--- config.mk ---
export PLATFORM = sky130hd
export DESIGN_NAME = dispatch
export DESIGN_NICKNAME = d
export VERILOG_FILES = /design/src/dispatchPkg.sv /design/src/dispatchDecode.sv /design/src/dispatchCapacity.sv /design/src/dispatchResult.sv /design/src/dispatch.sv
export SDC_FILE = /design/constraint.sdc
export NUM_CORES = 1
export LEC_CHECK = 0
export ABC_AREA = 1
export BUFFER_PORTS_ARGS = -buffer_cell sky130_fd_sc_hd__buf_2
export CAP_MARGIN = 25
export CORE_AREA = 2 2 565 567
export CTS_CLUSTER_DIAMETER = 150
export DETAILED_ROUTE_END_ITERATION = 12
export DIE_AREA = 0 0 567 569
export GPL_ROUTABILITY_DRIVEN = 1
export SLEW_MARGIN = 20
export SYNTH_ARGS = -nofsm -noshare
export SYNTH_HDL_FRONTEND = slang
export SYNTH_SLANG_ARGS = --single-unit
--- constraint.sdc ---
create_clock -name clk -period 3.1 [get_ports clk]
set_input_delay 0.31 -clock clk [delete_from_list [all_inputs] [get_ports clk]]
set_output_delay 0.31 -clock clk [all_outputs]
set_load 0.005 [all_outputs]
--- src/dispatchPkg.sv ---
/* Dispatch stage package
   Shared widths, queue-size defaults and the packet formats that travel
   from rename into the issue queue, active list and load-store queue */

package dispatchPkg;

  // Core widths
  localparam int CheckpointsW  = 8;   // Branch checkpoints, one mask bit each
  localparam int CheckpointIdW = 3;   // Index into the checkpoint table
  localparam int PhysRegW      = 7;   // Physical register tag
  localparam int ArchRegW      = 5;   // Architectural register from the map table
  localparam int PcW           = 32;
  localparam int ImmW          = 16;
  localparam int OpcodeW       = 8;
  localparam int CtiIdW        = 4;   // Control-transfer table index

  // Default configuration of the back end
  localparam int DefaultDispatchWidth  = 4;
  localparam int DefaultLsqSize        = 16;  // Each of load queue and store queue
  localparam int DefaultIssueQSize     = 32;
  localparam int DefaultActiveListSize = 64;

  // One instruction as it leaves rename
  typedef struct packed {
    logic [ArchRegW-1:0]      archDest;
    logic                     destValid;
    logic                     isStore;
    logic                     isLoad;
    logic [CheckpointsW-1:0]  branchMask;    // Unresolved branches this one depends on
    logic [CheckpointIdW-1:0] checkpointId;
    logic [PhysRegW-1:0]      srcAPhys;
    logic [PhysRegW-1:0]      srcBPhys;
    logic [PhysRegW-1:0]      physDest;
    logic [PhysRegW-1:0]      oldPhysDest;   // Freed when this instruction retires
    logic                     srcAValid;
    logic                     srcBValid;
    logic [ImmW-1:0]          imm;
    logic [OpcodeW-1:0]       opcode;
    logic [PcW-1:0]           pc;
    logic [PcW-1:0]           nextPc;
    logic [CtiIdW-1:0]        ctiId;
  } renamedPktT;

  // Issue queue entry, everything but the architectural destination
  typedef struct packed {
    logic                     destValid;
    logic                     isStore;
    logic                     isLoad;
    logic [CheckpointsW-1:0]  branchMask;
    logic [CheckpointIdW-1:0] checkpointId;
    logic [PhysRegW-1:0]      srcAPhys;
    logic [PhysRegW-1:0]      srcBPhys;
    logic [PhysRegW-1:0]      physDest;
    logic [PhysRegW-1:0]      oldPhysDest;
    logic                     srcAValid;
    logic                     srcBValid;
    logic [ImmW-1:0]          imm;
    logic [OpcodeW-1:0]       opcode;
    logic [PcW-1:0]           pc;
    logic [PcW-1:0]           nextPc;
    logic [CtiIdW-1:0]        ctiId;
  } iqPktT;

  // Active list entry, only what retirement needs
  typedef struct packed {
    logic                isLoad;
    logic                isStore;
    logic [PcW-1:0]      pc;
    logic [ArchRegW-1:0] archDest;
    logic [PhysRegW-1:0] physDest;
    logic [PhysRegW-1:0] oldPhysDest;
    logic                destValid;
  } alPktT;

  // Load-store queue entry
  typedef struct packed {
    logic [CheckpointsW-1:0] branchMask;   // Needed to squash on a mispredict
    logic                    isStore;
    logic                    isLoad;
  } lsqPktT;

endpackage

--- src/dispatchDecode.sv ---
/* Dispatch decode
   Clears the verified checkpoint bit from every lane's branch mask and
   counts the loads and stores in the incoming group */

`timescale 1ns/10ps

module dispatchDecode #(
  parameter int DispatchWidth = dispatchPkg::DefaultDispatchWidth,
  localparam int CntW = $clog2(DispatchWidth + 1)
) (
  input  logic                                   clk,
  input  logic                                   arstN_i,
  input  dispatchPkg::renamedPktT [DispatchWidth-1:0] renamedPkt_i,
  input  logic                                   ctrlVerified_i,
  input  logic [dispatchPkg::CheckpointIdW-1:0]  ctrlVerifiedId_i,
  output dispatchPkg::renamedPktT [DispatchWidth-1:0] decodedPkt_o,
  output logic [DispatchWidth-1:0][dispatchPkg::CheckpointsW-1:0] updatedBranchMask_o,
  output logic [CntW-1:0]                        loadCnt_o,
  output logic [CntW-1:0]                        storeCnt_o
);

  logic [dispatchPkg::CheckpointsW-1:0] clrMask;   // One-hot bit of the resolved branch
  logic [DispatchWidth-1:0]             bothLdSt;  // Lanes marked as load and store at once

  assign clrMask = ctrlVerified_i ?
                   dispatchPkg::CheckpointsW'(1) << ctrlVerifiedId_i :
                   '0;

  // Mask update applies to every lane, stalled or not,
  // so the group waiting in front of dispatch stays current
  always_comb begin
    for (int lane = 0; lane < DispatchWidth; lane++) begin
      decodedPkt_o[lane]            = renamedPkt_i[lane];
      decodedPkt_o[lane].branchMask = renamedPkt_i[lane].branchMask & ~clrMask;
      updatedBranchMask_o[lane]     = decodedPkt_o[lane].branchMask;
    end
  end

  // True sums over all lanes
  always_comb begin
    loadCnt_o  = '0;
    storeCnt_o = '0;
    for (int lane = 0; lane < DispatchWidth; lane++) begin
      loadCnt_o  = loadCnt_o + CntW'(renamedPkt_i[lane].isLoad);
      storeCnt_o = storeCnt_o + CntW'(renamedPkt_i[lane].isStore);
    end
  end

  always_comb begin
    for (int lane = 0; lane < DispatchWidth; lane++) begin
      bothLdSt[lane] = renamedPkt_i[lane].isLoad & renamedPkt_i[lane].isStore;
    end
  end

  // Rename never sends an instruction that is both a load and a store
  assert property (@(posedge clk) disable iff (!arstN_i)
    bothLdSt == '0)
    else $error("dispatchDecode: lanes %b marked both load and store", bothLdSt);

endmodule

--- src/dispatchCapacity.sv ---
/* Dispatch capacity check
   Compares back-end occupancy plus the incoming group against each
   structure's size and raises the front-end stall */

`timescale 1ns/10ps

module dispatchCapacity #(
  parameter int DispatchWidth  = dispatchPkg::DefaultDispatchWidth,
  parameter int LsqSize        = dispatchPkg::DefaultLsqSize,
  parameter int IssueQSize     = dispatchPkg::DefaultIssueQSize,
  parameter int ActiveListSize = dispatchPkg::DefaultActiveListSize,
  localparam int CntW   = $clog2(DispatchWidth + 1),
  localparam int LsqCntW = $clog2(LsqSize + 1),
  localparam int IqCntW  = $clog2(IssueQSize + 1),
  localparam int AlCntW  = $clog2(ActiveListSize + 1)
) (
  input  logic               clk,
  input  logic               arstN_i,
  input  logic [CntW-1:0]    loadCnt_i,
  input  logic [CntW-1:0]    storeCnt_i,
  input  logic [LsqCntW-1:0] loadQueueCnt_i,
  input  logic [LsqCntW-1:0] storeQueueCnt_i,
  input  logic [IqCntW-1:0]  issueQueueCnt_i,
  input  logic [AlCntW-1:0]  activeListCnt_i,
  input  logic               renameReady_i,
  input  logic               flagRecover_i,
  output logic               backEndReady_o,
  output logic               stallFrontEnd_o
);

  // One extra bit on every sum so the compare never wraps
  localparam int LsqSumW = (LsqCntW > CntW ? LsqCntW : CntW) + 1;
  localparam int IqSumW  = IqCntW + CntW + 1;
  localparam int AlSumW  = AlCntW + CntW + 1;

  logic [LsqSumW-1:0] loadSum;
  logic [LsqSumW-1:0] storeSum;
  logic [IqSumW-1:0]  iqSum;
  logic [AlSumW-1:0]  alSum;
  logic [3:0]         overflow;   // Load, store, issue queue, active list

  assign loadSum  = LsqSumW'(loadQueueCnt_i) + LsqSumW'(loadCnt_i);
  assign storeSum = LsqSumW'(storeQueueCnt_i) + LsqSumW'(storeCnt_i);
  assign iqSum    = IqSumW'(issueQueueCnt_i) + IqSumW'(DispatchWidth);   // Whole group reserved
  assign alSum    = AlSumW'(activeListCnt_i) + AlSumW'(DispatchWidth);

  assign overflow[0] = loadSum > LsqSumW'(LsqSize);
  assign overflow[1] = storeSum > LsqSumW'(LsqSize);
  assign overflow[2] = iqSum > IqSumW'(IssueQSize);
  assign overflow[3] = alSum > AlSumW'(ActiveListSize);

  assign stallFrontEnd_o = |overflow;
  assign backEndReady_o  = renameReady_i & ~stallFrontEnd_o & ~flagRecover_i;

  // Back-end structures never report more entries than they hold
  assert property (@(posedge clk) disable iff (!arstN_i)
    (loadQueueCnt_i <= LsqSize) && (storeQueueCnt_i <= LsqSize) &&
    (issueQueueCnt_i <= IssueQSize) && (activeListCnt_i <= ActiveListSize))
    else $error("dispatchCapacity: occupancy count above queue size");

endmodule

--- src/dispatchResult.sv ---
/* Dispatch result stage
   Builds issue-queue, active-list and load-store packets per lane and
   holds them in the pipeline register toward the back end */

`timescale 1ns/10ps

module dispatchResult #(
  parameter int DispatchWidth = dispatchPkg::DefaultDispatchWidth
) (
  input  logic                                        clk,
  input  logic                                        arstN_i,
  input  dispatchPkg::renamedPktT [DispatchWidth-1:0] decodedPkt_i,
  input  logic                                        backEndReady_i,
  output dispatchPkg::iqPktT      [DispatchWidth-1:0] iqPkt_o,
  output dispatchPkg::alPktT      [DispatchWidth-1:0] alPkt_o,
  output dispatchPkg::lsqPktT     [DispatchWidth-1:0] lsqPkt_o,
  output logic                                        dispatchValid_o
);

  dispatchPkg::iqPktT  [DispatchWidth-1:0] iqNext;
  dispatchPkg::alPktT  [DispatchWidth-1:0] alNext;
  dispatchPkg::lsqPktT [DispatchWidth-1:0] lsqNext;

  always_comb begin
    for (int lane = 0; lane < DispatchWidth; lane++) begin
      // Issue queue gets the full instruction minus archDest
      iqNext[lane].destValid    = decodedPkt_i[lane].destValid;
      iqNext[lane].isStore      = decodedPkt_i[lane].isStore;
      iqNext[lane].isLoad       = decodedPkt_i[lane].isLoad;
      iqNext[lane].branchMask   = decodedPkt_i[lane].branchMask;
      iqNext[lane].checkpointId = decodedPkt_i[lane].checkpointId;
      iqNext[lane].srcAPhys     = decodedPkt_i[lane].srcAPhys;
      iqNext[lane].srcBPhys     = decodedPkt_i[lane].srcBPhys;
      iqNext[lane].physDest     = decodedPkt_i[lane].physDest;
      iqNext[lane].oldPhysDest  = decodedPkt_i[lane].oldPhysDest;
      iqNext[lane].srcAValid    = decodedPkt_i[lane].srcAValid;
      iqNext[lane].srcBValid    = decodedPkt_i[lane].srcBValid;
      iqNext[lane].imm          = decodedPkt_i[lane].imm;
      iqNext[lane].opcode       = decodedPkt_i[lane].opcode;
      iqNext[lane].pc           = decodedPkt_i[lane].pc;
      iqNext[lane].nextPc       = decodedPkt_i[lane].nextPc;
      iqNext[lane].ctiId        = decodedPkt_i[lane].ctiId;

      alNext[lane].isLoad       = decodedPkt_i[lane].isLoad;
      alNext[lane].isStore      = decodedPkt_i[lane].isStore;
      alNext[lane].pc           = decodedPkt_i[lane].pc;
      alNext[lane].archDest     = decodedPkt_i[lane].archDest;
      alNext[lane].physDest     = decodedPkt_i[lane].physDest;
      alNext[lane].oldPhysDest  = decodedPkt_i[lane].oldPhysDest;   // Freed at retire
      alNext[lane].destValid    = decodedPkt_i[lane].destValid;

      lsqNext[lane].branchMask  = decodedPkt_i[lane].branchMask;
      lsqNext[lane].isStore     = decodedPkt_i[lane].isStore;
      lsqNext[lane].isLoad      = decodedPkt_i[lane].isLoad;
    end
  end

  always_ff @(posedge clk or negedge arstN_i) begin
    if (!arstN_i) begin
      dispatchValid_o <= 1'b0;
      iqPkt_o         <= '0;
      alPkt_o         <= '0;
      lsqPkt_o        <= '0;
    end else begin
      dispatchValid_o <= backEndReady_i;   // Drops for one cycle on any stall
      if (backEndReady_i) begin
        iqPkt_o  <= iqNext;
        alPkt_o  <= alNext;
        lsqPkt_o <= lsqNext;
      end
    end
  end

  // An accepted group carries no unknown bits into the back end
  assert property (@(posedge clk) disable iff (!arstN_i)
    backEndReady_i |-> !$isunknown(decodedPkt_i))
    else $error("dispatchResult: unknown bits in an accepted group");

endmodule

--- src/dispatch.sv ---
/* Dispatch stage top
   Four-wide dispatch of a renamed group into issue queue, active list
   and load-store queue, with a capacity check and one output register */

`timescale 1ns/10ps

module dispatch #(
  parameter int DispatchWidth  = dispatchPkg::DefaultDispatchWidth,
  parameter int LsqSize        = dispatchPkg::DefaultLsqSize,
  parameter int IssueQSize     = dispatchPkg::DefaultIssueQSize,
  parameter int ActiveListSize = dispatchPkg::DefaultActiveListSize
) (
  input  logic                                        clk,
  input  logic                                        arstN_i,
  input  dispatchPkg::renamedPktT [DispatchWidth-1:0] renamedPkt_i,
  input  logic                                        renameReady_i,   // Group present
  input  logic                                        flagRecover_i,
  input  logic                                        ctrlVerified_i,
  input  logic [dispatchPkg::CheckpointIdW-1:0]       ctrlVerifiedId_i,
  input  logic [$clog2(LsqSize+1)-1:0]                loadQueueCnt_i,
  input  logic [$clog2(LsqSize+1)-1:0]                storeQueueCnt_i,
  input  logic [$clog2(IssueQSize+1)-1:0]             issueQueueCnt_i,
  input  logic [$clog2(ActiveListSize+1)-1:0]         activeListCnt_i,
  output dispatchPkg::iqPktT      [DispatchWidth-1:0] iqPkt_o,
  output dispatchPkg::alPktT      [DispatchWidth-1:0] alPkt_o,
  output dispatchPkg::lsqPktT     [DispatchWidth-1:0] lsqPkt_o,
  output logic                                        dispatchValid_o,
  output logic [DispatchWidth-1:0][dispatchPkg::CheckpointsW-1:0] updatedBranchMask_o,
  output logic                                        backEndReady_o,
  output logic                                        stallFrontEnd_o
);

  localparam int CntW = $clog2(DispatchWidth + 1);

  dispatchPkg::renamedPktT [DispatchWidth-1:0] decodedPkt;
  logic [CntW-1:0] loadCnt;
  logic [CntW-1:0] storeCnt;

  dispatchDecode #(
    .DispatchWidth       (DispatchWidth)
  ) uDecode (
    .clk                 (clk),
    .arstN_i             (arstN_i),
    .renamedPkt_i        (renamedPkt_i),
    .ctrlVerified_i      (ctrlVerified_i),
    .ctrlVerifiedId_i    (ctrlVerifiedId_i),
    .decodedPkt_o        (decodedPkt),
    .updatedBranchMask_o (updatedBranchMask_o),   // Back to the rename/dispatch register
    .loadCnt_o           (loadCnt),
    .storeCnt_o          (storeCnt)
  );

  dispatchCapacity #(
    .DispatchWidth   (DispatchWidth),
    .LsqSize         (LsqSize),
    .IssueQSize      (IssueQSize),
    .ActiveListSize  (ActiveListSize)
  ) uCapacity (
    .clk             (clk),
    .arstN_i         (arstN_i),
    .loadCnt_i       (loadCnt),
    .storeCnt_i      (storeCnt),
    .loadQueueCnt_i  (loadQueueCnt_i),
    .storeQueueCnt_i (storeQueueCnt_i),
    .issueQueueCnt_i (issueQueueCnt_i),
    .activeListCnt_i (activeListCnt_i),
    .renameReady_i   (renameReady_i),
    .flagRecover_i   (flagRecover_i),
    .backEndReady_o  (backEndReady_o),
    .stallFrontEnd_o (stallFrontEnd_o)
  );

  dispatchResult #(
    .DispatchWidth   (DispatchWidth)
  ) uResult (
    .clk             (clk),
    .arstN_i         (arstN_i),
    .decodedPkt_i    (decodedPkt),
    .backEndReady_i  (backEndReady_o),
    .iqPkt_o         (iqPkt_o),
    .alPkt_o         (alPkt_o),
    .lsqPkt_o        (lsqPkt_o),
    .dispatchValid_o (dispatchValid_o)
  );

endmodule

; ---- Word-level counts from Yosys, hierarchy flattened
; Index checks and enable logic that the tools add are counted.
[op_classes]
n_addsub = 10
magnitude_cmp = 4
n_shift = 1
mux = 1
n_bitwise = 9
n_reduce_logical = 1
[ops]
columns = op, n
row1 = bitwise AND 8 bit, 4
row2 = adder 3 x 1 -> 3 bit, 4
row3 = adder 5 x 3 -> 6 bit, 2
row4 = > comparator 6 x 5 -> 1 bit (second input constant), 2
row5 = > comparator 11 x 7 -> 1 bit (second input constant), 1
row6 = > comparator 10 x 6 -> 1 bit (second input constant), 1
row7 = adder 7 x 3 -> 8 bit (second input constant), 1
row8 = two-way mux 8 bit, 1
row9 = inverter 8 bit, 1
row10 = left shift 1 x 3 -> 8 bit (first input constant), 1
row11 = adder 6 x 3 -> 7 bit (second input constant), 1
row12 = adder 1 x 1 -> 2 bit, 2
row13 = OR reduction 4 bit, 1
row14 = bitwise AND 1 bit, 2
row15 = inverter 1 bit, 2
[totals]
register_bits = 565
out_inout_bits = 835
word_cells = 95

; ---- Longest topological paths before layout
; Gate-level depths: netlist of the first run.
[depth]
depth_word = 9
depth_mapped = 19

; ---- By module
; A second synthesis of the first run with hierarchy kept.
[hier_totals]
hier_cells = 3350
area_unflattened_um2 = 28503.6
[by_module_without_submodules]
columns = mod, n_inst, cells_per_inst, area_each_um2
row1 = dispatchResult, 1, 2619, 23422.5
row2 = dispatchDecode, 1, 661, 4690.7
row3 = dispatchCapacity, 1, 70, 390.4

; ---- Worst setup path before layout of the first run
; No wires, ideal clock.
[synth_path]
kind = input-to-output
startpoint = input renamedPkt_i[133] (netlist name)
endpoint = output backEndReady_o
t_arrival_ps = 2762
required_ps = 2790
slack_ps = 28
stages = 15
cell_sequence = ha_1 > inv_1 > fa_1 > inv_1 > ha_1 > inv_1 > fa_1 > nand2_1 > a21oi_1 > nand3_1 > nand2_1 > nand4_4 > buf_6 > buf_6 > inv_1
[synth_between]
elab_chain_len = 9
[synth_lines]
columns = element, line
row1 = start: declaration, dispatch.sv:15  ; input dispatchPkg::renamedPktT [DispatchWidth-1:0] renamedPkt_i,
row2 = adder 1 x 1 -> 2 bit, dispatchDecode.sv:44  ; loadCnt_o = loadCnt_o + CntW'(renamedPkt_i[lane].isLoad);
row3 = adder 3 x 1 -> 3 bit (2 in series), dispatchDecode.sv:44
row4 = adder 5 x 3 -> 6 bit, dispatchCapacity.sv:42  ; assign loadSum = LsqSumW'(loadQueueCnt_i) + LsqSumW'(loadCnt_i);
row5 = > comparator 6 x 5 -> 1 bit, dispatchCapacity.sv:47  ; assign overflow[0] = loadSum > LsqSumW'(LsqSize);
row6 = OR reduction 4 bit, dispatchCapacity.sv:52  ; assign stallFrontEnd_o = |overflow;
row7 = inverter 1 bit, dispatchCapacity.sv:53  ; assign backEndReady_o = renameReady_i & ~stallFrontEnd_o & ~flagRecover_i;
row8 = bitwise AND 1 bit (2 in series), dispatchCapacity.sv:53
row9 = end: declaration, dispatch.sv:29  ; output logic backEndReady_o,
; No other way between the ends.

; ---- Worst setup path after layout of the first run
; Same ends and word-level chain as after synthesis.

==> key figures, run 1 <==
Floorplanning
  – Horiz. Die Dim: 567 um
  – Core Box Area: 0.317 sq mm
  – Initial Util: 8.27%
  – Die H: 569 um
  – IO Count: 1,430
  – Floorplan row count: 207
  – DIE AREA: 0.323 sq mm

STA
  – Worst hold margin: 0.126 ns
  – Unrepaired setup endpoints after global routing: true
  – Setup violators final: 0
  – Worst slew pin tran: 0.896 ns
  – Worst setup margin: 0.0128 ns
  – Total Neg Setup Slack: 0 ns
  – Fin. Hold Viols: 0
  – Clk_skew: 0 ns
  – Slew margin rel.: 40.3%
  – Max Freq: 324 MHz
  – Crit path time final: 3.09 ns
  – Final worst-path cycle share: 99.6%
  – Slew Viols, Final: 0

Power and ir drop
  – Peak VDD IR: 0.405 mV
  – Sequential Power Share: 36.3%
  – LEAKAGE: 23.8 nW
  – Power Total: 32.7 mW
  – P per Cell Area: 712 mW/mm^2
  – Switching fraction of total power: 41.2%
  – Clock power share: 26.9%
  – Comb power frac: 36.8%
  – P_sw: 13.5 mW
  – Internal power: 19.3 mW

Global routing
  – Largest net degree at the start of global routing: 110
  – GRT Residual Overflow: 0
  – Number of global-route vias before repair: 28,900
  – First-pass GRT wire length: 321,000 um
  – GRT Total Usage: 15.3%
  – Initial antenna violation count: 321

Setup path
  – Critical path class: input pin to primary output
  – Buf/Inv on CP: 7
  – Worst Setup Start Kind: input pin
  – Delay-heaviest family, CP: adder cells
  – Crit-path slowest cell: fa_2
  – CP Max Fanout: 4
  – WP data arrival: 2.78 ns
  – Crit path capture type: primary output
  – Slowest stage delay, CP: 0.52 ns
  – Critical Path RT: 2.79 ns
  – Critical path, cell by cell: buf_8 -> ha_4 -> inv_2 -> fa_1 -> inv_1 -> ha_2 -> inv_2 -> fa_2 -> nand2_2 -> a21oi_2 -> nand3_2 -> nand2_8 -> nand4_4 -> buf_8 -> inv_4 -> buf_6

CTS
  – Root cell of the clock tree: clkbuf_16
  – Clock transition at path regs: 0.06 ns
  – CTS tree: yes
  – TritonCTS buffer count: 76
  – CTS max path bufs: 4
  – Worst-Skew Late Latency: 0.77 ns
  – Total clock sinks: 565
  – H-tree levels: 3

Synth
  – Mapped Nets: 3,552
  – Cells after synthesis: 2,943
  – Mapped Avg Cell Area: 8.91 sq um
  – Distinct cells, synth: 19
  – Cell Area, Synth: 0.0262 sq mm
  – Sequential cell area fraction in the yosys report: 53.9%
  – Synth Register Bits: 565
  – Yosys warnings: 0

Final layout
  – Most common cell after layout, fill and taps aside: buf_2
  – Layout Cell Area excl Fill: 0.0460 sq mm
  – Nets: 5,319
  – Fillers: 36,000
  – Commonest cells after routing, fill and taps aside: buf_2, nand2_1, nand4_1, dfrtp_1, dlygate4sd3_1
  – Post-Layout Cell Count: 9,092
  – Layout cells sized above 1: 36.8%
  – Final core utilization: 14.5%
  – Synth-to-layout area growth: 75.3%

Route
  – Initial DRC Count: 2,829
  – Vias per cell: 3.40
  – Post-DRT Antenna Nets: 1
  – DR vias: 30,900
  – # DRC: 0
  – Drt wl/cell: 28.3 um
  – DRT Wirelength: 257,000 um
  – First-pass DRT Iterations: 5

Outcome
  – Status: finished with violations
  – Failing checks: antenna rules

Flow run
  – Max-Cap Viols: 0

Placement
  – Placed Area: 0.0372 sq mm
  – GP Congestion: 0.948
  – Inst Count DP: 8,235
  – IO buf count: 1,429
  – DP Worst Slack: -0.425 ns
  – Final HPWL DP: 223,000 um

Hold path
  – Hold Path Class: input pin to register
==> cells in the mapped netlist <==
| master | n | area share [%] |
|---|---|---|
| clkbuf_1 | 70 | 1.0 |
| a21oi_1 | 1 | 0.019 |
| buf_6 | 62 | 2.7 |
| nor3_1 | 1 | 0.019 |
| nor2_8 | 1 | 0.076 |
| ha_1 | 10 | 0.48 |
| buf_4 | 246 | 7.0 |
| nand3b_1 | 1 | 0.029 |
| buf_2 | 106 | 2.0 |
| dfrtp_1 | 565 | 54 |
| nand2_1 | 1177 | 17 |
| or2_0 | 2 | 0.048 |
| nand4_4 | 1 | 0.081 |
| nand3_1 | 10 | 0.19 |
| fa_1 | 4 | 0.31 |
| inv_1 | 70 | 1.0 |
| inv_2 | 2 | 0.029 |
| nor2_1 | 49 | 0.70 |
| nand4_1 | 565 | 13 |
==> per-layer routing <==
metal / part of all wire (%) / up-vias / GRT usage (%)
met5: 0.53 / - / 0
met4: 4.5 / 206 / 6.11
met3: 14 / 598 / 9.06
met2: 40 / 1992 / 21.8
met1: 41 / 14700 / 18.7
li1: - / 13400 / -
==> worst reg2reg max path, stage by stage (launching register included) <==
cell and delay [ns]:
dfrtp_1 0.63, nand2_1 0.21, nand2_1 0.10
==> layout make-up <==
type,count,area (sq um),share of cell area (%)
diodes,156,390,0.850
well taps,4180,5230,11.4
repair buffers,2173,15000,32.6
flip-flops and latches,565,14100,30.8
inverters,72,275,0.599
multi-input cells,1822,8580,18.7
clock buffers,103,2130,4.65
clock inverters,21,230,0.501
==> kinds of logic after synthesis <==
| family | Yosys count | synth area share [%] |
|---|---|---|
| adders and majority gates | 14 | 0.783 |
| and+or+nand+nor | 1807 | 31.5 |
| DFF | 565 | 53.9 |
| buffers and inverters | 556 | 13.8 |
| AOI/OAI and AO/OA | 1 | 0.0191 |
==> sequential cells by signal, indices dropped and copies added (netlist names) <==
register	flops
uResult.iqPkt_o	533
uResult.dispatchValid_o	1
uResult.lsqPkt_o	8
uResult.alPkt_o	23
==> repair_timing <==
action                                  4_1_cts  5_1_grt
hold buffers                                564        0
hold endpoints to repair                    605        0
gates cloned                                  3        0
endpoints found under the setup margin        2        2
setup buffers                                 8        2
resized for setup                            29       11
pin swaps                                     9       14
==> power groups by stage <==
stage | combinational (mW) | clock [mW] | sequential (mW)
6_report | 12.0 | 8.82 | 11.9
5_1_grt | 13.1 | 9.35 | 12.1
4_1_cts | 12.4 | 9.18 | 11.8
3_5_place_dp | 11.3 | 0 | 11.9
3_3_place_gp | 11.3 | 0 | 11.9
2_1_floorplan | 4.18 | 0 | 11.5
==> final timing paths <==
kind,startpoint,endpoint,slack [ns],cells past startpoint
max,renamedPkt_i[133],backEndReady_o,0.01,16
min,flagRecover_i,uResult.iqPkt_o[8]$_DFFE_PN0P_,0.13,5
max reg2reg,uResult.alPkt_o[52]$_DFFE_PN0P_,uResult.alPkt_o[52]$_DFFE_PN0P_,2.09,2
min reg2reg,uResult.iqPkt_o[387]$_DFFE_PN0P_,uResult.iqPkt_o[387]$_DFFE_PN0P_,0.47,2
max in group asynchronous,arstN_i,uResult.iqPkt_o[487]$_DFFE_PN0P_,1.88,3
min in group asynchronous,arstN_i,uResult.iqPkt_o[388]$_DFFE_PN0P_,0.19,2
Power figures use the tool's default switching activity.
==> inputs of run 2 (changes only) <==
--- a/config.mk
+++ b/config.mk
@@ -6,12 +6,13 @@
 export NUM_CORES = 1
 export LEC_CHECK = 0
 export ABC_AREA = 1
+export ABC_CLOCK_PERIOD_IN_PS = 3200
 export BUFFER_PORTS_ARGS = -buffer_cell sky130_fd_sc_hd__buf_2
 export CAP_MARGIN = 25
-export CORE_AREA = 2 2 565 567
+export CORE_AREA = 2 2 556 558
 export CTS_CLUSTER_DIAMETER = 150
 export DETAILED_ROUTE_END_ITERATION = 12
-export DIE_AREA = 0 0 567 569
+export DIE_AREA = 0 0 558 560
 export GPL_ROUTABILITY_DRIVEN = 1
 export SLEW_MARGIN = 20
 export SYNTH_ARGS = -nofsm -noshare
==> constraint.sdc (replaced) <==
create_clock -name clk -period 3.2 [get_ports clk]
set_input_delay 0.32 -clock clk [delete_from_list [all_inputs] [get_ports clk]]
set_output_delay 0.32 -clock clk [all_outputs]
set_load 0.005 [all_outputs]
==> key figures, run 2 (synthesis results as in run 1) <==
Route
  – Post-DRT Antenna Nets: 0 (-1)
  – First-pass DRT Iterations: 8 (+3)
  – DRT Wirelength: 251,000 um (-2.7%)
  – Vias per cell: 3.41 (+0.44%)
  – Drt wl/cell: 27.8 um (-1.9%)
  – # DRC: 0 (unchanged)
  – Initial DRC Count: 2,665 (-5.8%)
  – DR vias: 30,800 (-0.36%)

STA
  – Setup violators final: 0 (unchanged)
  – Clk_skew: 0 ns (unchanged)
  – Worst slew pin tran: 0.945 ns (+0.0497 ns)
  – Total Neg Setup Slack: 0 ns (unchanged)
  – Worst setup margin: 0.0209 ns (+0.00806 ns)
  – Worst hold margin: 0.0893 ns (-0.0364 ns)
  – Slew margin rel.: 37.0% (-3.3 points)
  – Fin. Hold Viols: 0 (unchanged)
  – Final worst-path cycle share: 99.3%
  – Crit path time final: 3.18 ns
  – Slew Viols, Final: 0 (unchanged)
  – Unrepaired setup endpoints after global routing: true
  – Max Freq: 315 MHz

Flow run
  – Max-Cap Viols: 0 (unchanged)

Final layout
  – Biggest regs: uResult.iqPkt_o x533, uResult.alPkt_o x23, uResult.lsqPkt_o x8
  – Largest register FFs: 533 (unchanged)
  – Layout cells sized above 1: 36.9% (+0.088 points)
  – Reg with most FFs: uResult.iqPkt_o
  – Most common cell after layout, fill and taps aside: buf_2
  – Commonest cells after routing, fill and taps aside: buf_2, nand2_1, nand4_1, dfrtp_1, dlygate4sd3_1
  – Layout Cell Area excl Fill: 0.0461 sq mm (+0.35%)
  – Post-Layout Cell Count: 9,020 (-0.79%)
  – Synth-to-layout area growth: 75.9%
  – Nets: 5,322 (+0.056%)

Power and ir drop
  – LEAKAGE: 23.9 nW (+0.57%)
  – P per Cell Area: 705 mW/mm^2 (-1.0%)
  – P_sw: 13.1 mW (-3.2%)
  – Peak VDD IR: 0.408 mV (+0.93%)
  – Internal power: 19.5 mW (+1.0%)
  – Clock power share: 29.4% (+2.5 points)
  – Sequential Power Share: 35.2% (-1.1 points)
  – Switching fraction of total power: 40.2% (-1.0 points)
  – Comb power frac: 35.4% (-1.4 points)

CTS
  – Total clock sinks: 565 (unchanged)
  – CTS max path bufs: 4 (unchanged)
  – TritonCTS buffer count: 81 (+6.6%)
  – H-tree levels: 3 (unchanged)
  – Root cell of the clock tree: clkbuf_16
  – CTS tree: yes
  – Clock transition at path regs: 0.06 ns (about the same)
  – Worst-Skew Late Latency: 0.77 ns (about the same)

Placement
  – GP Congestion: 0.954 (+0.64%)
  – Final HPWL DP: 217,000 um (-2.6%)
  – DP Worst Slack: -0.328 ns (+0.0979 ns)
  – Placed Area: 0.0373 sq mm (+0.12%)
  – Inst Count DP: 8,179 (-0.68%)
  – IO buf count: 1,429 (unchanged)

Floorplanning
  – DIE AREA: 0.312 sq mm (-3.1%)
  – IO Count: 1,430 (unchanged)
  – Initial Util: 8.54% (+0.26 points)
  – Core Box Area: 0.307 sq mm (-3.1%)
  – Die H: 560 um (-1.6%)
  – Floorplan row count: 204 (-1.4%)
  – Horiz. Die Dim: 558 um (-1.6%)

Global routing
  – Initial antenna violation count: 301 (-6.2%)
  – First-pass GRT wire length: 313,000 um (-2.5%)
  – Number of global-route vias before repair: 29,100 (+0.85%)
  – Largest net degree at the start of global routing: 109 (-0.91%)
  – GRT Total Usage: 15.4% (+0.028 points)
  – GRT Residual Overflow: 0 (unchanged)

Setup path
  – CP Max Fanout: 4 (unchanged)
  – Critical Path RT: 2.88 ns (+0.09 ns)
  – Delay-heaviest family, CP: adder cells
  – Crit-path slowest cell: fa_2
  – Buf/Inv on CP: 7 (unchanged)
  – Slowest stage delay, CP: 0.51 ns (about the same)
  – Crit path capture type: primary output
  – Crit path top cell by count: inv_1
  – WP data arrival: 2.86 ns (+0.08 ns)
  – Critical path class: input pin to primary output
  – Critical path, cell by cell: buf_2 -> ha_4 -> inv_2 -> fa_1 -> inv_1 -> ha_2 -> inv_1 -> fa_2 -> nand2_1 -> a21oi_2 -> nand3_2 -> nand2_4 -> nand4_4 -> buf_12 -> clkinv_4 -> buf_6
  – Worst Setup Start Kind: input pin

Hold path
  – Hold Path Class: input pin to register

Outcome
  – Status: complete, no violations
-- run 2: cell types whose count changed in the layout (fill, tap and decap cells not counted), moves of 4 or more --
cell       previous run  this run
buf_12               53        61
buf_4               122       115
buf_8                 5         1
bufinv_16             3         9
clkbuf_1             15        10
clkbuf_16            77        81
clkinv_4              0         4
diode_2             156       131
inv_6                 6        10
nor2_1               42        46
nor2_2                5         0
-- run 2: final timing paths --
| path | slack, ns | to | start | cells after the start |
|---|---|---|---|---|
| setup reg to reg | 2.23 | uResult.alPkt_o[53]$_DFFE_PN0P_ | uResult.alPkt_o[53]$_DFFE_PN0P_ | 2 |
| max in group asynchronous | 1.86 | uResult.iqPkt_o[519]$_DFFE_PN0P_ | arstN_i | 3 |
| min in group asynchronous | 0.21 | uResult.iqPkt_o[257]$_DFFE_PN0P_ | arstN_i | 2 |
| hold / removal | 0.09 | uResult.lsqPkt_o[9]$_DFFE_PN0P_ | renamedPkt_i[132] | 5 |
| setup / recovery | 0.02 | backEndReady_o | renamedPkt_i[133] | 16 |
| hold reg to reg | 0.47 | uResult.iqPkt_o[417]$_DFFE_PN0P_ | uResult.iqPkt_o[417]$_DFFE_PN0P_ | 2 |
-- run 2: layer usage --
metal | routed length, um | GRT usage (%) | share of wire [%]
met1 | 97100 | 18.0 | 39
met2 | 103000 | 22.6 | 41
met3 | 37800 | 9.35 | 15
met4 | 10800 | 5.66 | 4.3
met5 | 1410 | 0 | 0.56
-- run 2: final cells by class --
class / instances / area [sq um]
sequential: 565 / 14100
multi-input combinational: 1822 / 8550
clock inverter: 35 / 473
fill: 34900 / 261000
inverter: 72 / 275
timing repair buffer: 2171 / 14900
tap: 4120 / 5150
antenna: 131 / 328
clock buffer: 104 / 2240
-- run 2: power groups by stage --
stage               combinational [mW]  sequential (mW)  clock (mW)
CTS                               11.8             11.4        9.93
detailed placement                11.0             11.5           0
global route                      12.6             11.7        10.1
floorplan                         4.04             11.1           0
finish                            11.5             11.4        9.57
global placement                  10.9             11.5           0
-- run 2: what timing repair did --
item,4_1_cts,5_1_grt
resized for setup,4,21
endpoints found under the setup margin,2,2
buffers inserted,3,4
hold buffers,564,0
pin swaps,1,12
endpoints found under the hold margin,607,0
-- run 2: per-stage QoR --
| step | total power [mW] | utilization (%) |
|---|---|---|
| 3_5_place_dp | 22.4 | 12.1 |
| 6_report | 32.5 | 15.0 |
| 5_1_grt | 34.4 | 15.0 |
| 3_3_place_gp | 22.4 | 12.1 |
| 4_1_cts | 33.2 | 14.9 |
| 2_1_floorplan | 15.2 | - |
-- run 2: worst register-to-register path: cells and delay by family (launching register included) --
family	cells	cell delay, ns
simple gates	2	0.19
flops	1	0.72
